$ cat src/hdl/mipsPkg.sv
package mipsPkg;

	localparam int dataWidth = 32;
	localparam int addrWidth = 30;	// word address
	localparam int regAddrWidth = 5;
	localparam int regCount = 32;
	localparam int immWidth = 16;

	typedef enum logic [5:0] {
		opRtype = 6'd0,
		opJ     = 6'd2,
		opBeq   = 6'd4,
		opAddi  = 6'd8,
		opSlti  = 6'd10,
		opAndi  = 6'd12,
		opOri   = 6'd13,
		opLw    = 6'd35,
		opSw    = 6'd43
	} opcodeE;

	typedef enum logic [5:0] {
		fnAdd = 6'd32,
		fnSub = 6'd34,
		fnAnd = 6'd36,
		fnOr  = 6'd37,
		fnXor = 6'd38,
		fnNor = 6'd39,
		fnSlt = 6'd42
	} functE;

	typedef enum logic [3:0] {
		aluAdd,
		aluSub,
		aluAnd,
		aluOr,
		aluXor,
		aluNor,
		aluSlt
	} aluOpE;

	typedef enum logic [1:0] {
		srcReg,
		srcSext,
		srcZext
	} srcBE;

	localparam logic [addrWidth-1:0] resetPc = '0;
	localparam logic [dataWidth-1:0] nopInstr = '0;	// sll r0 treated as no-op

endpackage

$ cat src/hdl/pipeBus.sv
interface idExBus;
	import mipsPkg::*;

	aluOpE aluOp;
	srcBE srcB;
	logic memRead;
	logic memWrite;
	logic regWrite;
	logic memToReg;
	logic [regAddrWidth-1:0] rsIdx;
	logic [regAddrWidth-1:0] rtIdx;
	logic [regAddrWidth-1:0] destIdx;
	logic [dataWidth-1:0] rsData;
	logic [dataWidth-1:0] rtData;
	logic [immWidth-1:0] imm;	// raw, extended in execute

	modport driver (output aluOp, srcB, memRead, memWrite, regWrite, memToReg,
		rsIdx, rtIdx, destIdx, rsData, rtData, imm);
	modport receiver (input aluOp, srcB, memRead, memWrite, regWrite, memToReg,
		rsIdx, rtIdx, destIdx, rsData, rtData, imm);

endinterface

interface exMemBus;
	import mipsPkg::*;

	logic memRead;
	logic memWrite;
	logic regWrite;
	logic memToReg;
	logic [regAddrWidth-1:0] destIdx;
	logic [dataWidth-1:0] aluResult;
	logic [dataWidth-1:0] storeData;

	modport driver (output memRead, memWrite, regWrite, memToReg, destIdx,
		aluResult, storeData);
	modport receiver (input memRead, memWrite, regWrite, memToReg, destIdx,
		aluResult, storeData);

endinterface

$ cat src/hdl/decodeStage.sv
module decodeStage (
	input  logic DCACHE_stall,
	input  logic rst_n,
	input  logic stall,
	input  logic [mipsPkg::dataWidth-1:0] instr,
	input  logic [mipsPkg::addrWidth-1:0] pcWord,
	input  logic [mipsPkg::dataWidth-1:0] rsData,
	input  logic [mipsPkg::dataWidth-1:0] rtData,
	idExBus.driver exBus,
	input  logic memRegWrite,
	input  logic [mipsPkg::regAddrWidth-1:0] memDestIdx,
	output logic [mipsPkg::regAddrWidth-1:0] rsIdx,
	output logic [mipsPkg::regAddrWidth-1:0] rtIdx,
	output logic hazard,
	output logic redirect,
	output logic [mipsPkg::addrWidth-1:0] target
);
	import mipsPkg::*;

	opcodeE op;
	functE fn;
	aluOpE aluOpDec;
	srcBE srcBDec;
	logic memReadDec, memWriteDec, regWriteDec, memToRegDec;
	logic [regAddrWidth-1:0] destDec;
	logic usesRs, usesRt, isBeq, isJump;
	logic loadUse, exHit, memHit;
	logic [addrWidth-1:0] branchTarget, jumpTarget;

	assign op = opcodeE'(instr[31:26]);
	assign fn = functE'(instr[5:0]);
	assign rsIdx = instr[25:21];
	assign rtIdx = instr[20:16];

	always_comb begin
		aluOpDec = aluAdd;
		srcBDec = srcReg;
		memReadDec = 1'b0;
		memWriteDec = 1'b0;
		regWriteDec = 1'b0;
		memToRegDec = 1'b0;
		destDec = '0;
		usesRs = 1'b0;
		usesRt = 1'b0;
		isBeq = 1'b0;
		isJump = 1'b0;
		case (op)
			opRtype: begin
				usesRs = 1'b1;
				usesRt = 1'b1;
				destDec = instr[15:11];
				regWriteDec = 1'b1;
				case (fn)
					fnAdd: aluOpDec = aluAdd;
					fnSub: aluOpDec = aluSub;
					fnAnd: aluOpDec = aluAnd;
					fnOr:  aluOpDec = aluOr;
					fnXor: aluOpDec = aluXor;
					fnNor: aluOpDec = aluNor;
					fnSlt: aluOpDec = aluSlt;
					default: regWriteDec = 1'b0;	// nop and unsupported funct
				endcase
			end
			opLw: begin
				usesRs = 1'b1;
				srcBDec = srcSext;
				memReadDec = 1'b1;
				memToRegDec = 1'b1;
				regWriteDec = 1'b1;
				destDec = instr[20:16];
			end
			opSw: begin
				usesRs = 1'b1;
				usesRt = 1'b1;	// store data
				srcBDec = srcSext;
				memWriteDec = 1'b1;
			end
			opBeq: begin
				usesRs = 1'b1;
				usesRt = 1'b1;
				isBeq = 1'b1;
			end
			opAddi, opSlti, opAndi, opOri: begin
				usesRs = 1'b1;
				regWriteDec = 1'b1;
				destDec = instr[20:16];
				srcBDec = (op == opAndi || op == opOri) ? srcZext : srcSext;
				aluOpDec = (op == opSlti) ? aluSlt : (op == opAndi) ? aluAnd
					: (op == opOri) ? aluOr : aluAdd;
			end
			opJ: isJump = 1'b1;
			default: ;
		endcase
	end

	assign loadUse = exBus.memRead && exBus.destIdx != '0
		&& ((usesRs && exBus.destIdx == rsIdx) || (usesRt && exBus.destIdx == rtIdx));
	assign exHit = exBus.regWrite && exBus.destIdx != '0
		&& (exBus.destIdx == rsIdx || exBus.destIdx == rtIdx);
	assign memHit = memRegWrite && memDestIdx != '0
		&& (memDestIdx == rsIdx || memDestIdx == rtIdx);
	assign hazard = loadUse || (isBeq && (exHit || memHit));	// beq waits for WB

	assign branchTarget = pcWord + {{(addrWidth-immWidth){instr[15]}}, instr[15:0]};
	assign jumpTarget = {pcWord[addrWidth-1:26], instr[25:0]};
	assign redirect = !hazard && (isJump || (isBeq && rsData == rtData));
	assign target = isJump ? jumpTarget : branchTarget;

	always_ff @(posedge DCACHE_stall or negedge rst_n) begin
		if (!rst_n) begin
			exBus.aluOp <= aluAdd;
			exBus.srcB <= srcReg;
			exBus.memRead <= 1'b0;
			exBus.memWrite <= 1'b0;
			exBus.regWrite <= 1'b0;
			exBus.memToReg <= 1'b0;
		end else if (!stall) begin
			exBus.aluOp <= hazard ? aluAdd : aluOpDec;	// bubble on hazard
			exBus.srcB <= hazard ? srcReg : srcBDec;
			exBus.memRead <= !hazard && memReadDec;
			exBus.memWrite <= !hazard && memWriteDec;
			exBus.regWrite <= !hazard && regWriteDec;
			exBus.memToReg <= !hazard && memToRegDec;
		end
	end

	always_ff @(posedge DCACHE_stall) begin
		if (!stall) begin
			exBus.rsIdx <= rsIdx;
			exBus.rtIdx <= rtIdx;
			exBus.destIdx <= destDec;
			exBus.rsData <= rsData;
			exBus.rtData <= rtData;
			exBus.imm <= instr[15:0];
		end
	end

endmodule

$ cat src/hdl/executeStage.sv
module executeStage (
	input  logic DCACHE_stall,
	input  logic rst_n,
	input  logic stall,
	idExBus.receiver exBus,
	exMemBus.driver memBus,
	input  logic [mipsPkg::dataWidth-1:0] memFwd,
	input  logic memRegWrite,
	input  logic [mipsPkg::regAddrWidth-1:0] memDestIdx,
	input  logic wbWrite,
	input  logic [mipsPkg::regAddrWidth-1:0] wbIdx,
	input  logic [mipsPkg::dataWidth-1:0] wbData
);
	import mipsPkg::*;

	logic [dataWidth-1:0] opA, regB, opB, aluOut;
	logic [dataWidth-1:0] immSext, immZext;

	// MEM wins over WB, r0 never forwarded
	always_comb begin
		if (memRegWrite && memDestIdx != '0 && memDestIdx == exBus.rsIdx)
			opA = memFwd;
		else if (wbWrite && wbIdx != '0 && wbIdx == exBus.rsIdx)
			opA = wbData;
		else
			opA = exBus.rsData;

		if (memRegWrite && memDestIdx != '0 && memDestIdx == exBus.rtIdx)
			regB = memFwd;
		else if (wbWrite && wbIdx != '0 && wbIdx == exBus.rtIdx)
			regB = wbData;
		else
			regB = exBus.rtData;
	end

	assign immSext = {{(dataWidth-immWidth){exBus.imm[immWidth-1]}}, exBus.imm};
	assign immZext = {{(dataWidth-immWidth){1'b0}}, exBus.imm};

	always_comb begin
		case (exBus.srcB)
			srcSext: opB = immSext;
			srcZext: opB = immZext;
			default: opB = regB;
		endcase
	end

	always_comb begin
		case (exBus.aluOp)
			aluAdd: aluOut = opA + opB;
			aluSub: aluOut = opA - opB;
			aluAnd: aluOut = opA & opB;
			aluOr:  aluOut = opA | opB;
			aluXor: aluOut = opA ^ opB;
			aluNor: aluOut = ~(opA | opB);
			aluSlt: aluOut = {{(dataWidth-1){1'b0}}, opA < opB};	// unsigned compare
			default: aluOut = '0;
		endcase
	end

	always_ff @(posedge DCACHE_stall or negedge rst_n) begin
		if (!rst_n) begin
			memBus.memRead <= 1'b0;
			memBus.memWrite <= 1'b0;
			memBus.regWrite <= 1'b0;
			memBus.memToReg <= 1'b0;
		end else if (!stall) begin
			memBus.memRead <= exBus.memRead;
			memBus.memWrite <= exBus.memWrite;
			memBus.regWrite <= exBus.regWrite;
			memBus.memToReg <= exBus.memToReg;
		end
	end

	always_ff @(posedge DCACHE_stall) begin
		if (!stall) begin
			memBus.destIdx <= exBus.destIdx;
			memBus.aluResult <= aluOut;
			memBus.storeData <= regB;	// forwarded rt for sw
		end
	end

endmodule

$ cat src/hdl/fetchStage.sv
module fetchStage (
	input  logic DCACHE_stall,
	input  logic rst_n,
	input  logic stall,
	input  logic hazard,
	input  logic redirect,
	input  logic [mipsPkg::addrWidth-1:0] target,
	input  logic [mipsPkg::dataWidth-1:0] icacheRdata,
	output logic [mipsPkg::addrWidth-1:0] icacheAddr,
	output logic icacheRen,
	output logic [mipsPkg::dataWidth-1:0] instr
);
	import mipsPkg::*;

	logic [addrWidth-1:0] pc;

	assign icacheAddr = pc;

	always_ff @(posedge DCACHE_stall or negedge rst_n) begin
		if (!rst_n) begin
			pc <= resetPc;
			icacheRen <= 1'b0;
			instr <= nopInstr;
		end else begin
			icacheRen <= 1'b1;	// first fetch one cycle after reset
			if (!stall) begin
				if (redirect) begin
					pc <= target;
					instr <= nopInstr;	// drop the slot behind beq/j
				end else if (icacheRen && !hazard) begin
					pc <= pc + 1'b1;
					instr <= icacheRdata;
				end
			end
		end
	end

endmodule

$ cat src/hdl/memoryStage.sv
module memoryStage (
	input  logic DCACHE_stall,
	input  logic rst_n,
	input  logic stall,
	exMemBus.receiver memBus,
	input  logic [mipsPkg::dataWidth-1:0] dcacheRdata,
	output logic dcacheRen,
	output logic dcacheWen,
	output logic [mipsPkg::addrWidth-1:0] dcacheAddr,
	output logic [mipsPkg::dataWidth-1:0] dcacheWdata,
	output logic [mipsPkg::dataWidth-1:0] memFwd,
	output logic memRegWrite,
	output logic [mipsPkg::regAddrWidth-1:0] memDestIdx,
	output logic wbWrite,
	output logic [mipsPkg::regAddrWidth-1:0] wbIdx,
	output logic [mipsPkg::dataWidth-1:0] wbData
);
	import mipsPkg::*;

	assign dcacheRen = memBus.memRead;
	assign dcacheWen = memBus.memWrite;
	assign dcacheAddr = memBus.aluResult[dataWidth-1:2];	// byte to word address
	assign dcacheWdata = memBus.storeData;

	assign memFwd = memBus.memToReg ? dcacheRdata : memBus.aluResult;
	assign memRegWrite = memBus.regWrite;
	assign memDestIdx = memBus.destIdx;

	always_ff @(posedge DCACHE_stall or negedge rst_n) begin
		if (!rst_n)
			wbWrite <= 1'b0;
		else if (!stall)
			wbWrite <= memBus.regWrite;
	end

	always_ff @(posedge DCACHE_stall) begin
		if (!stall) begin
			wbIdx <= memBus.destIdx;
			wbData <= memFwd;	// load data valid once hold drops
		end
	end

endmodule

$ cat src/hdl/mipsPipeline.sv
module mipsPipeline (
	input  logic DCACHE_stall,
	input  logic rst_n,
	output logic icacheRen,
	output logic [mipsPkg::addrWidth-1:0] icacheAddr,
	input  logic [mipsPkg::dataWidth-1:0] icacheRdata,
	input  logic icacheStall,
	output logic dcacheRen,
	output logic dcacheWen,
	output logic [mipsPkg::addrWidth-1:0] dcacheAddr,
	output logic [mipsPkg::dataWidth-1:0] dcacheWdata,
	input  logic [mipsPkg::dataWidth-1:0] dcacheRdata,
	input  logic dcacheHold
);
	import mipsPkg::*;

	logic stall;
	logic hazard, redirect;
	logic [addrWidth-1:0] target;
	logic [dataWidth-1:0] instr;
	logic [regAddrWidth-1:0] rsIdx, rtIdx;
	logic [dataWidth-1:0] rsData, rtData;
	logic [dataWidth-1:0] memFwd;
	logic memRegWrite;
	logic [regAddrWidth-1:0] memDestIdx;
	logic wbWrite;
	logic [regAddrWidth-1:0] wbIdx;
	logic [dataWidth-1:0] wbData;

	assign stall = icacheStall || dcacheHold;	// freezes every stage

	idExBus idEx ();
	exMemBus exMem ();

	fetchStage uFetch (
		.DCACHE_stall(DCACHE_stall), .rst_n(rst_n), .stall(stall), .hazard(hazard),
		.redirect(redirect), .target(target), .icacheRdata(icacheRdata),
		.icacheAddr(icacheAddr), .icacheRen(icacheRen), .instr(instr)
	);

	regFile uRegFile (
		.DCACHE_stall(DCACHE_stall), .rst_n(rst_n), .rsIdx(rsIdx), .rtIdx(rtIdx),
		.wbWrite(wbWrite), .wbIdx(wbIdx), .wbData(wbData),
		.rsData(rsData), .rtData(rtData)
	);

	decodeStage uDecode (
		.DCACHE_stall(DCACHE_stall), .rst_n(rst_n), .stall(stall), .instr(instr),
		.pcWord(icacheAddr), .rsData(rsData), .rtData(rtData), .exBus(idEx.driver),
		.memRegWrite(memRegWrite), .memDestIdx(memDestIdx), .rsIdx(rsIdx), .rtIdx(rtIdx),
		.hazard(hazard), .redirect(redirect), .target(target)
	);

	executeStage uExecute (
		.DCACHE_stall(DCACHE_stall), .rst_n(rst_n), .stall(stall),
		.exBus(idEx.receiver), .memBus(exMem.driver), .memFwd(memFwd),
		.memRegWrite(memRegWrite), .memDestIdx(memDestIdx),
		.wbWrite(wbWrite), .wbIdx(wbIdx), .wbData(wbData)
	);

	memoryStage uMemory (
		.DCACHE_stall(DCACHE_stall), .rst_n(rst_n), .stall(stall),
		.memBus(exMem.receiver), .dcacheRdata(dcacheRdata),
		.dcacheRen(dcacheRen), .dcacheWen(dcacheWen),
		.dcacheAddr(dcacheAddr), .dcacheWdata(dcacheWdata),
		.memFwd(memFwd), .memRegWrite(memRegWrite), .memDestIdx(memDestIdx),
		.wbWrite(wbWrite), .wbIdx(wbIdx), .wbData(wbData)
	);

endmodule

$ cat src/hdl/regFile.sv
module regFile (
	input  logic DCACHE_stall,
	input  logic rst_n,
	input  logic [mipsPkg::regAddrWidth-1:0] rsIdx,
	input  logic [mipsPkg::regAddrWidth-1:0] rtIdx,
	input  logic wbWrite,
	input  logic [mipsPkg::regAddrWidth-1:0] wbIdx,
	input  logic [mipsPkg::dataWidth-1:0] wbData,
	output logic [mipsPkg::dataWidth-1:0] rsData,
	output logic [mipsPkg::dataWidth-1:0] rtData
);
	import mipsPkg::*;

	logic [dataWidth-1:0] regs [regCount];

	always_ff @(posedge DCACHE_stall or negedge rst_n) begin
		if (!rst_n) begin
			for (int i = 0; i < regCount; i++)
				regs[i] <= '0;
		end else if (wbWrite && wbIdx != '0) begin
			regs[wbIdx] <= wbData;
		end
	end

	// write-through so decode sees this cycle's writeback
	assign rsData = (rsIdx == '0) ? '0 : (wbWrite && wbIdx == rsIdx) ? wbData : regs[rsIdx];
	assign rtData = (rtIdx == '0) ? '0 : (wbWrite && wbIdx == rtIdx) ? wbData : regs[rtIdx];

endmodule
$ cat config.mk
export PLATFORM = sky130hd
export DESIGN_NAME = mipsPipeline
export DESIGN_NICKNAME = d
export VERILOG_FILES = /design/src/hdl/mipsPkg.sv /design/src/hdl/pipeBus.sv /design/src/hdl/decodeStage.sv /design/src/hdl/executeStage.sv /design/src/hdl/fetchStage.sv /design/src/hdl/memoryStage.sv /design/src/hdl/mipsPipeline.sv /design/src/hdl/regFile.sv
export SDC_FILE = /design/constraint.sdc
export NUM_CORES = 2
export LEC_CHECK = 0
export BUFFER_PORTS_ARGS = -buffer_cell sky130_fd_sc_hd__clkbuf_2
export CAP_MARGIN = 5
export CORE_MARGIN = 1
export CORE_UTILIZATION = 43
export DETAILED_ROUTE_END_ITERATION = 16
export PLACE_DENSITY = 0.6
export RECOVER_POWER = 100
export SLEW_MARGIN = 20
export SYNTH_ARGS = -nofsm -noshare
export SYNTH_HDL_FRONTEND = slang
export SYNTH_SLANG_ARGS = --single-unit
export TNS_END_PERCENT = 20
$ cat constraint.sdc
create_clock -name DCACHE_stall -period 8.95 [get_ports DCACHE_stall]
set_input_delay 1.79 -clock DCACHE_stall [delete_from_list [all_inputs] [get_ports DCACHE_stall]]
set_output_delay 1.79 -clock DCACHE_stall [all_outputs]
set_load 0.1 [all_outputs]
Yosys cells after proc, flatten, opt, wreduce, memory -nomap -nowiden
Index checks and enable logic that the tools add are counted.

word-level totals
  flip-flop bits (word level) = 1,301
  word-level logic and storage cells = 199

cells by class
  add/sub/neg operators = 4
  $lt $le $gt $ge = 5
  eq/ne operators = 35
  muxes and demuxes = 43
  bitwise operators = 8
  reductions and logical operators = 48

operators with widths
  kind                                                                    number
  1024-bit bitwise mux                                                    1
  32-bit 2-to-1 mux                                                       16
  32-bit binary-select mux with 5-bit select                              2
  32-bit one-hot mux with 7 select lines                                  1
  32-bit demux with 5-bit select                                          1
  30-bit 2-to-1 mux                                                       3
  32-bit one-hot mux with 2 select lines                                  1
  6-bit equality test (second input constant)                             9
  5-bit equality test                                                     10
  32-bit adder                                                            1
  32-bit AND                                                              1
  32-bit equality test                                                    1
  32-bit < comparator                                                     1
  32-bit NOT                                                              1
  32-bit OR                                                               1
  32-bit subtractor                                                       1
  32-bit bitwise XOR                                                      1
  30-bit by 1-bit adder with 30-bit output (second input constant)        1
  30-bit adder                                                            1
  6-bit by 4-bit equality test with 1-bit output (second input constant)  4
  1-bit logical AND                                                       23
  6-bit greater-or-equal comparator (second input constant)               3
  5-bit NOT with 6-bit output                                             3
  3-bit one-hot mux with 6 select lines                                   1
  other kinds (32)                                                        55

Logic depth before layout (Yosys ltp)
  word-level depth = 12
  gate-level depth with buffers = 23
  mapped depth without buffers = 22

Cells and area by module
Synthesis repeated with hierarchy kept, for this count alone.

unflattened totals
  cell total of the unflattened synthesis = 5,865
  area total of the unflattened synthesis = 75,209.6 um^2

by module, submodules not included
  module        times used  cells an instance  area an instance (um^2)  sequential area each (um^2)
  regFile       1           3,673              54,544.8                 25,624.6
  executeStage  1           1,125              9,093.7                  2,172.1
  decodeStage   1           554                6,080.8                  3,052.9
  fetchStage    1           366                3,263.1                  1,576.5
  memoryStage   1           146                2,220.9                  1,136.1
  mipsPipeline  1           1                  6.3                      0.0

Worst setup path after synthesis
OpenSTA, ideal clock, no wires.

  path type = input to register
  start = input dcacheHold
  end = register uDecode.exBus.destIdx[0] in the netlist's numbering (enable)
  setup time = 0.643 ns
  data arrival time = 7.998 ns
  slack = 0.309 ns
  cell stages on the path = 4
  path buffers = 2
  cells stage by stage = or2_2 clkbuf_1 inv_2 buf_1

between the ends
  word-level cells in the longest chain between the ends = 1

ends and longest elaborated chain
  what                    line                RTL
  start: declaration      mipsPipeline.sv:13  input logic dcacheHold
  1-bit logical OR        mipsPipeline.sv:30  assign stall = icacheStall || dcacheHold;
  end signal: assignment  decodeStage.sv:131  exBus.destIdx <= destDec;
  end: declaration        pipeBus.sv:18       rsIdx, rtIdx, destIdx, rsData, rtData, imm);

Every way passes these cells.
A chain may end at the register's enable or synchronous reset.

Final worst setup path
  start = register uFetch.instr[25] in the netlist's numbering
  end = register uFetch.pc[3], in the netlist uFetch.icacheAddr[3]

between the ends
  word-level cells in the longest chain between the ends = 12
  elaborated cells on any way between the ends = 30
  classes of those cells = eq/ne: 4; mux: 6; bitwise: 1; reduce/logical: 19

ends and longest elaborated chain
  what                                                   line                RTL
  start: declaration                                     fetchStage.sv:11    output logic [mipsPkg::dataWidth-1:0] instr
  start signal: assignment                               fetchStage.sv:23    instr <= nopInstr;
  start signal: assignment                               fetchStage.sv:29    instr <= nopInstr;
  start signal: assignment                               fetchStage.sv:32    instr <= icacheRdata;
  5-bit NOT with 6-bit output (not written as such)      regFile.sv:26       assign rsData = (rsIdx == '0) ? '0 : (wbWrite && wbIdx == rsIdx) ? wbData : regs[rsIdx];
  32-bit binary-select mux with 5-bit select             regFile.sv:26
  32-bit 2-to-1 mux (not written as such) (2 in series)  regFile.sv:26
  32-bit 2-to-1 mux                                      regFile.sv:26
  32-bit 2-to-1 mux (*)                                  regFile.sv:26
  via rsData[22]                                         mipsPipeline.sv:22  logic [dataWidth-1:0] rsData, rtData;
  32-bit equality test (*)                               decodeStage.sv:106  assign redirect = !hazard && (isJump || (isBeq && rsData == rtData));
  1-bit logical AND (*)                                  decodeStage.sv:106
  1-bit logical OR (*)                                   decodeStage.sv:106
  1-bit logical AND (*)                                  decodeStage.sv:106
  2-bit nonzero test (no source line)                    --
  2-bit AND reduction (no source line)                   --
  end signal: assignment                                 fetchStage.sv:21    pc <= resetPc;
  end signal: assignment                                 fetchStage.sv:28    pc <= target;
  end signal: assignment                                 fetchStage.sv:31    pc <= pc + 1'b1;
  end: declaration                                       fetchStage.sv:15    logic [addrWidth-1:0] pc;

The timed path passes the listed nets; every way through them passes the cells marked *. The select of a mux whose other input is x is not followed.

==> results.py <==
metrics = {
    "status": {
        "status": "complete, but fails checks",
        "violations": "max-capacitance violations, max-slew violations",
    },
    "yosys": {
        "synthCells": 5842,
        "synth.top_cell.area_share": 0.370,
        "synth_top_flop_cell": "dfrtp_1",
        "ys_seq_elements": 1300,
        "syn_area_mm2": 0.0743,
        "async_flop_share": 0.845,
        "synth_nets": 6042,
        "synthTopCellsByArea": "dfrtp_1, mux2_2, mux4_2, edfxtp_1, mux2i_1",
        "yosys.area.top_type": "dfrtp_1",
        "synth.yosys.seq_area_share": 0.452,
        "synth_cell_type_count": 85,
        "synth_edf_count": 201,
        "syn_avg_cell_area_um2": 12.7,
        "yosysWarnings": 0,
    },
    "layout": {
        "final_common_cell": "dfrtp_1",
        "area_growth_syn_to_layout_pct": 10.2,
        "post-route-util": 0.477,
        "diodes": 0,
        "final_cell_mix": "dfrtp_1, mux2_2, mux4_2",
        "final_cell_area_mm2": 0.0818,
        "nFillCells": 15300,
        "drive_gt1_frac": 0.331,
        "nNetsFinal": 5933,
    },
    "critical_path": {
        "cp-start-kind": "flop",
        "r2r_start": "uFetch.instr[25]$_DFFE_PN0P_",
        "r2r_end": "uFetch.icacheAddr[3]$_DFFE_PN0P_",
        "end_kind": "flop",
        "startpoint": "uFetch.instr[25]$_DFFE_PN0P_",
        "reg2regPathDepth": 15,
        "crit_required_ns": 9.65,
        "crit_end": "uFetch.icacheAddr[3]$_DFFE_PN0P_",
        "rrSetupSlack_ns": 0.95,
        "path_class": "reg -> reg",
        "path_max_fanout": 36,
        "cp.arrival_ns": 8.70,
    },
    "routing": {
        "vias": 52900,
        "wl_met3_mm": 22.1,
        "drc": 0,
        "wl_per_cell_um": 31.6,
        "routed_wl_mm": 258,
        "met2WireLength_mm": 117,
        "ant_nets": 0,
        "drt-met1-wl_mm": 105,
        "route.top_layer_used": "met5",
        "via_per_inst": 6.48,
        "drt_iter0_markers": 5898,
        "dr.pass1.iters": 6,
    },
    "power_and_ir_drop": {
        "p_comb_frac": 0.324,
        "switchingPower_uw": 7650,
        "ir_worst_vdd_uv": 232,
        "p_seq_frac": 0.374,
        "p_sw_frac": 0.363,
        "p_int_uw": 13400,
        "powerDensity_mw_per_mm2": 258,
        "power_uw": 21100,
        "p_leak_uw": 0.0353,
        "clockPowerShare": 0.303,
    },
    "grt": {
        "grt.total_usage": 0.294,
        "grt_pass1_vias": 52400,
        "antenna_found_initial": 7,
        "grt_pass1_wl_mm": 374,
        "grt_max_degree": 174,
        "grt_overflow": 0,
    },
    "sta": {
        "setup_viol": 0,
        "drv_slew": 1421,
        "period_share": 0.894,
        "period_minus_slack_ns": 8.00,
        "hold_violations": 0,
        "worst_slew_pin_slew_ns": 6.01,
        "grt_setup_unrepaired": "no",
        "clock.fmax_mhz": 125,
        "skew_ns": 0.0376,
        "tns_ns": 0,
        "maxSlewHeadroom": -3.01,
        "worst_hold_slack_ns": 0.392,
    },
    "clocking": {
        "cts_tree": "yes",
        "cts_max_path_buffers": 3,
        "clk_latency_ns": 0.83,
        "cts.sinks": 1300,
        "clkTransAtPathRegs_ns": 0.06,
        "postCtsHoldBufs": 0,
        "numCtsBuffers": 146,
        "cts_resized": 0,
        "h-tree-depth": 4,
        "cts-root-buf": "clkbuf_16",
        "post-cts-setup-buffers": 0,
    },
    "floorplanning": {
        "fp.dieW_um": 418,
        "dieArea_mm2": 0.174,
        "rows": 152,
        "fp.dieH_um": 418,
        "initial_core_util": 0.433,
        "pin_count": 163,
        "core_mm2": 0.172,
    },
    "placement": {
        "place.gp.congestion": 0.923,
        "detailed_place_hpwl_mm": 160,
        "dpl_cell_area_mm2": 0.0771,
        "port_buffers": 162,
    },
    "worst_hold_path": {
        "hold_depth": 0,
        "hp-class": "reg -> reg",
    },
    "run": {
        "cap_violations": 46,
    },
}
-- worst min path at each step --
stage                                          startpoint                                to  slack (ns)
after CTS                 uRegFile.regs[1015]$_DFFE_PN0P_   uRegFile.regs[1015]$_DFFE_PN0P_        0.40
final                     uRegFile.regs[1015]$_DFFE_PN0P_   uRegFile.regs[1015]$_DFFE_PN0P_        0.39
after floorplan              uFetch.instr[21]$_DFFE_PN0P_  uDecode.exBus.rsIdx[0]$_DFFE_PN_        0.42
after global routing      uRegFile.regs[1004]$_DFFE_PN0P_   uRegFile.regs[1004]$_DFFE_PN0P_        0.41
after detailed placement  uRegFile.regs[1015]$_DFFE_PN0P_   uRegFile.regs[1015]$_DFFE_PN0P_        0.38
after global placement    uRegFile.regs[1009]$_DFFE_PN0P_   uRegFile.regs[1009]$_DFFE_PN0P_        0.38
-- through the flow --
step / setup WS [ns] / instances
2_1_floorplan: 0.309 / 5842
3_3_place_gp: 2.36 / 7891
3_5_place_dp: 2.37 / 7893
4_1_cts: 2.32 / 8160
5_1_grt: 0.912 / 8162
6_report: 0.950 / 8162
-- per-layer routing --
layer	GRT usage	vias up
li1	-	21900
met1	0.399	27700
met2	0.450	2639
met3	0.0602	659
met4	0.142	6
met5	0	-
-- layout make-up --
cell class                      count  area [um2]  share of cell area
Clock buffer                      218        4410              0.0539
Clock inverter                     49         689             0.00843
Inverter                          139         529             0.00647
Multi-Input combinational cell   3823       37800               0.462
Sequential cell                  1300       33500               0.410
Tap cell                         2310        2890              0.0353
Timing Repair Buffer              323        1970              0.0241
-- critical path, cell delays in order, from the launching register on --
cell,delay (ns)
dfrtp_1,0.91
clkbuf_1,1.63
nor2_1,0.55
clkbuf_1,0.61
a22oi_1,0.38
nand2_1,0.12
o22ai_1,0.57
nor2_1,0.18
xnor2_1,0.24
and4_1,0.31
nand4_1,0.22
nor4_4,0.40
buf_4,0.45
or2_1,0.49
nand2_1,0.31
a311o_1,0.41
-- registers in the layout, indices dropped and copies added, names as in the netlist --
register / cells
uRegFile.regs: 1024
uDecode.exBus.rsData: 32
uDecode.exBus.rtData: 32
uExecute.memBus.aluResult: 32
uExecute.memBus.storeData: 32
uFetch.instr: 32
uMemory.wbData: 32
uFetch.icacheAddr: 30
uDecode.exBus.imm: 16
uDecode.exBus.destIdx: 5
uDecode.exBus.rsIdx: 5
uDecode.exBus.rtIdx: 5
uExecute.memBus.destIdx: 5
uMemory.wbIdx: 5
uDecode.exBus.aluOp: 3
uDecode.exBus.srcB: 2
uDecode.exBus.memRead: 1
uDecode.exBus.memWrite: 1
uDecode.exBus.regWrite: 1
uExecute.memBus.memRead: 1
uExecute.memBus.memWrite: 1
uExecute.memBus.regWrite: 1
uFetch.icacheRen: 1
uMemory.wbWrite: 1
-- synth_stat cells (all sizes together), types with 15 or more instances --
library cell  number
a211oi            25
a21o              33
a21oi            164
a221oi            28
a22o              36
a22oi            145
a31oi             28
and2              16
buf              176
clkbuf           404
dfrtp           1099
edfxtp           201
ha               129
inv              138
mux2            1000
mux2i            209
mux4             484
nand2            338
nand2b            21
nand3             53
nand4             19
nor2             225
nor2b             27
nor3              76
nor4              22
o211ai            44
o21a              15
o21ai            256
o21bai            20
o221ai            22
o22ai             72
o31ai             15
xnor2             82
xor2              49
-- power groups by stage --
stage	logic, uW	clock network [uW]	registers (uW)
after detailed placement	6730	0	7950
after floorplan	4670	0	7900
after CTS	6750	6460	7840
final	6820	6390	7870
after global routing	7190	6680	7980
after global placement	6670	0	7900
-- kinds of logic after synthesis --
logic type,share of synthesized area
fa+ha+maj,0.0225
simple gates,0.0522
other cells,0.0000505
mux,0.327
flops,0.452
buf+inv,0.0416
compound gates,0.0900
xor+xnor,0.0154
Note: power is estimated with default switching activity, not from simulation.
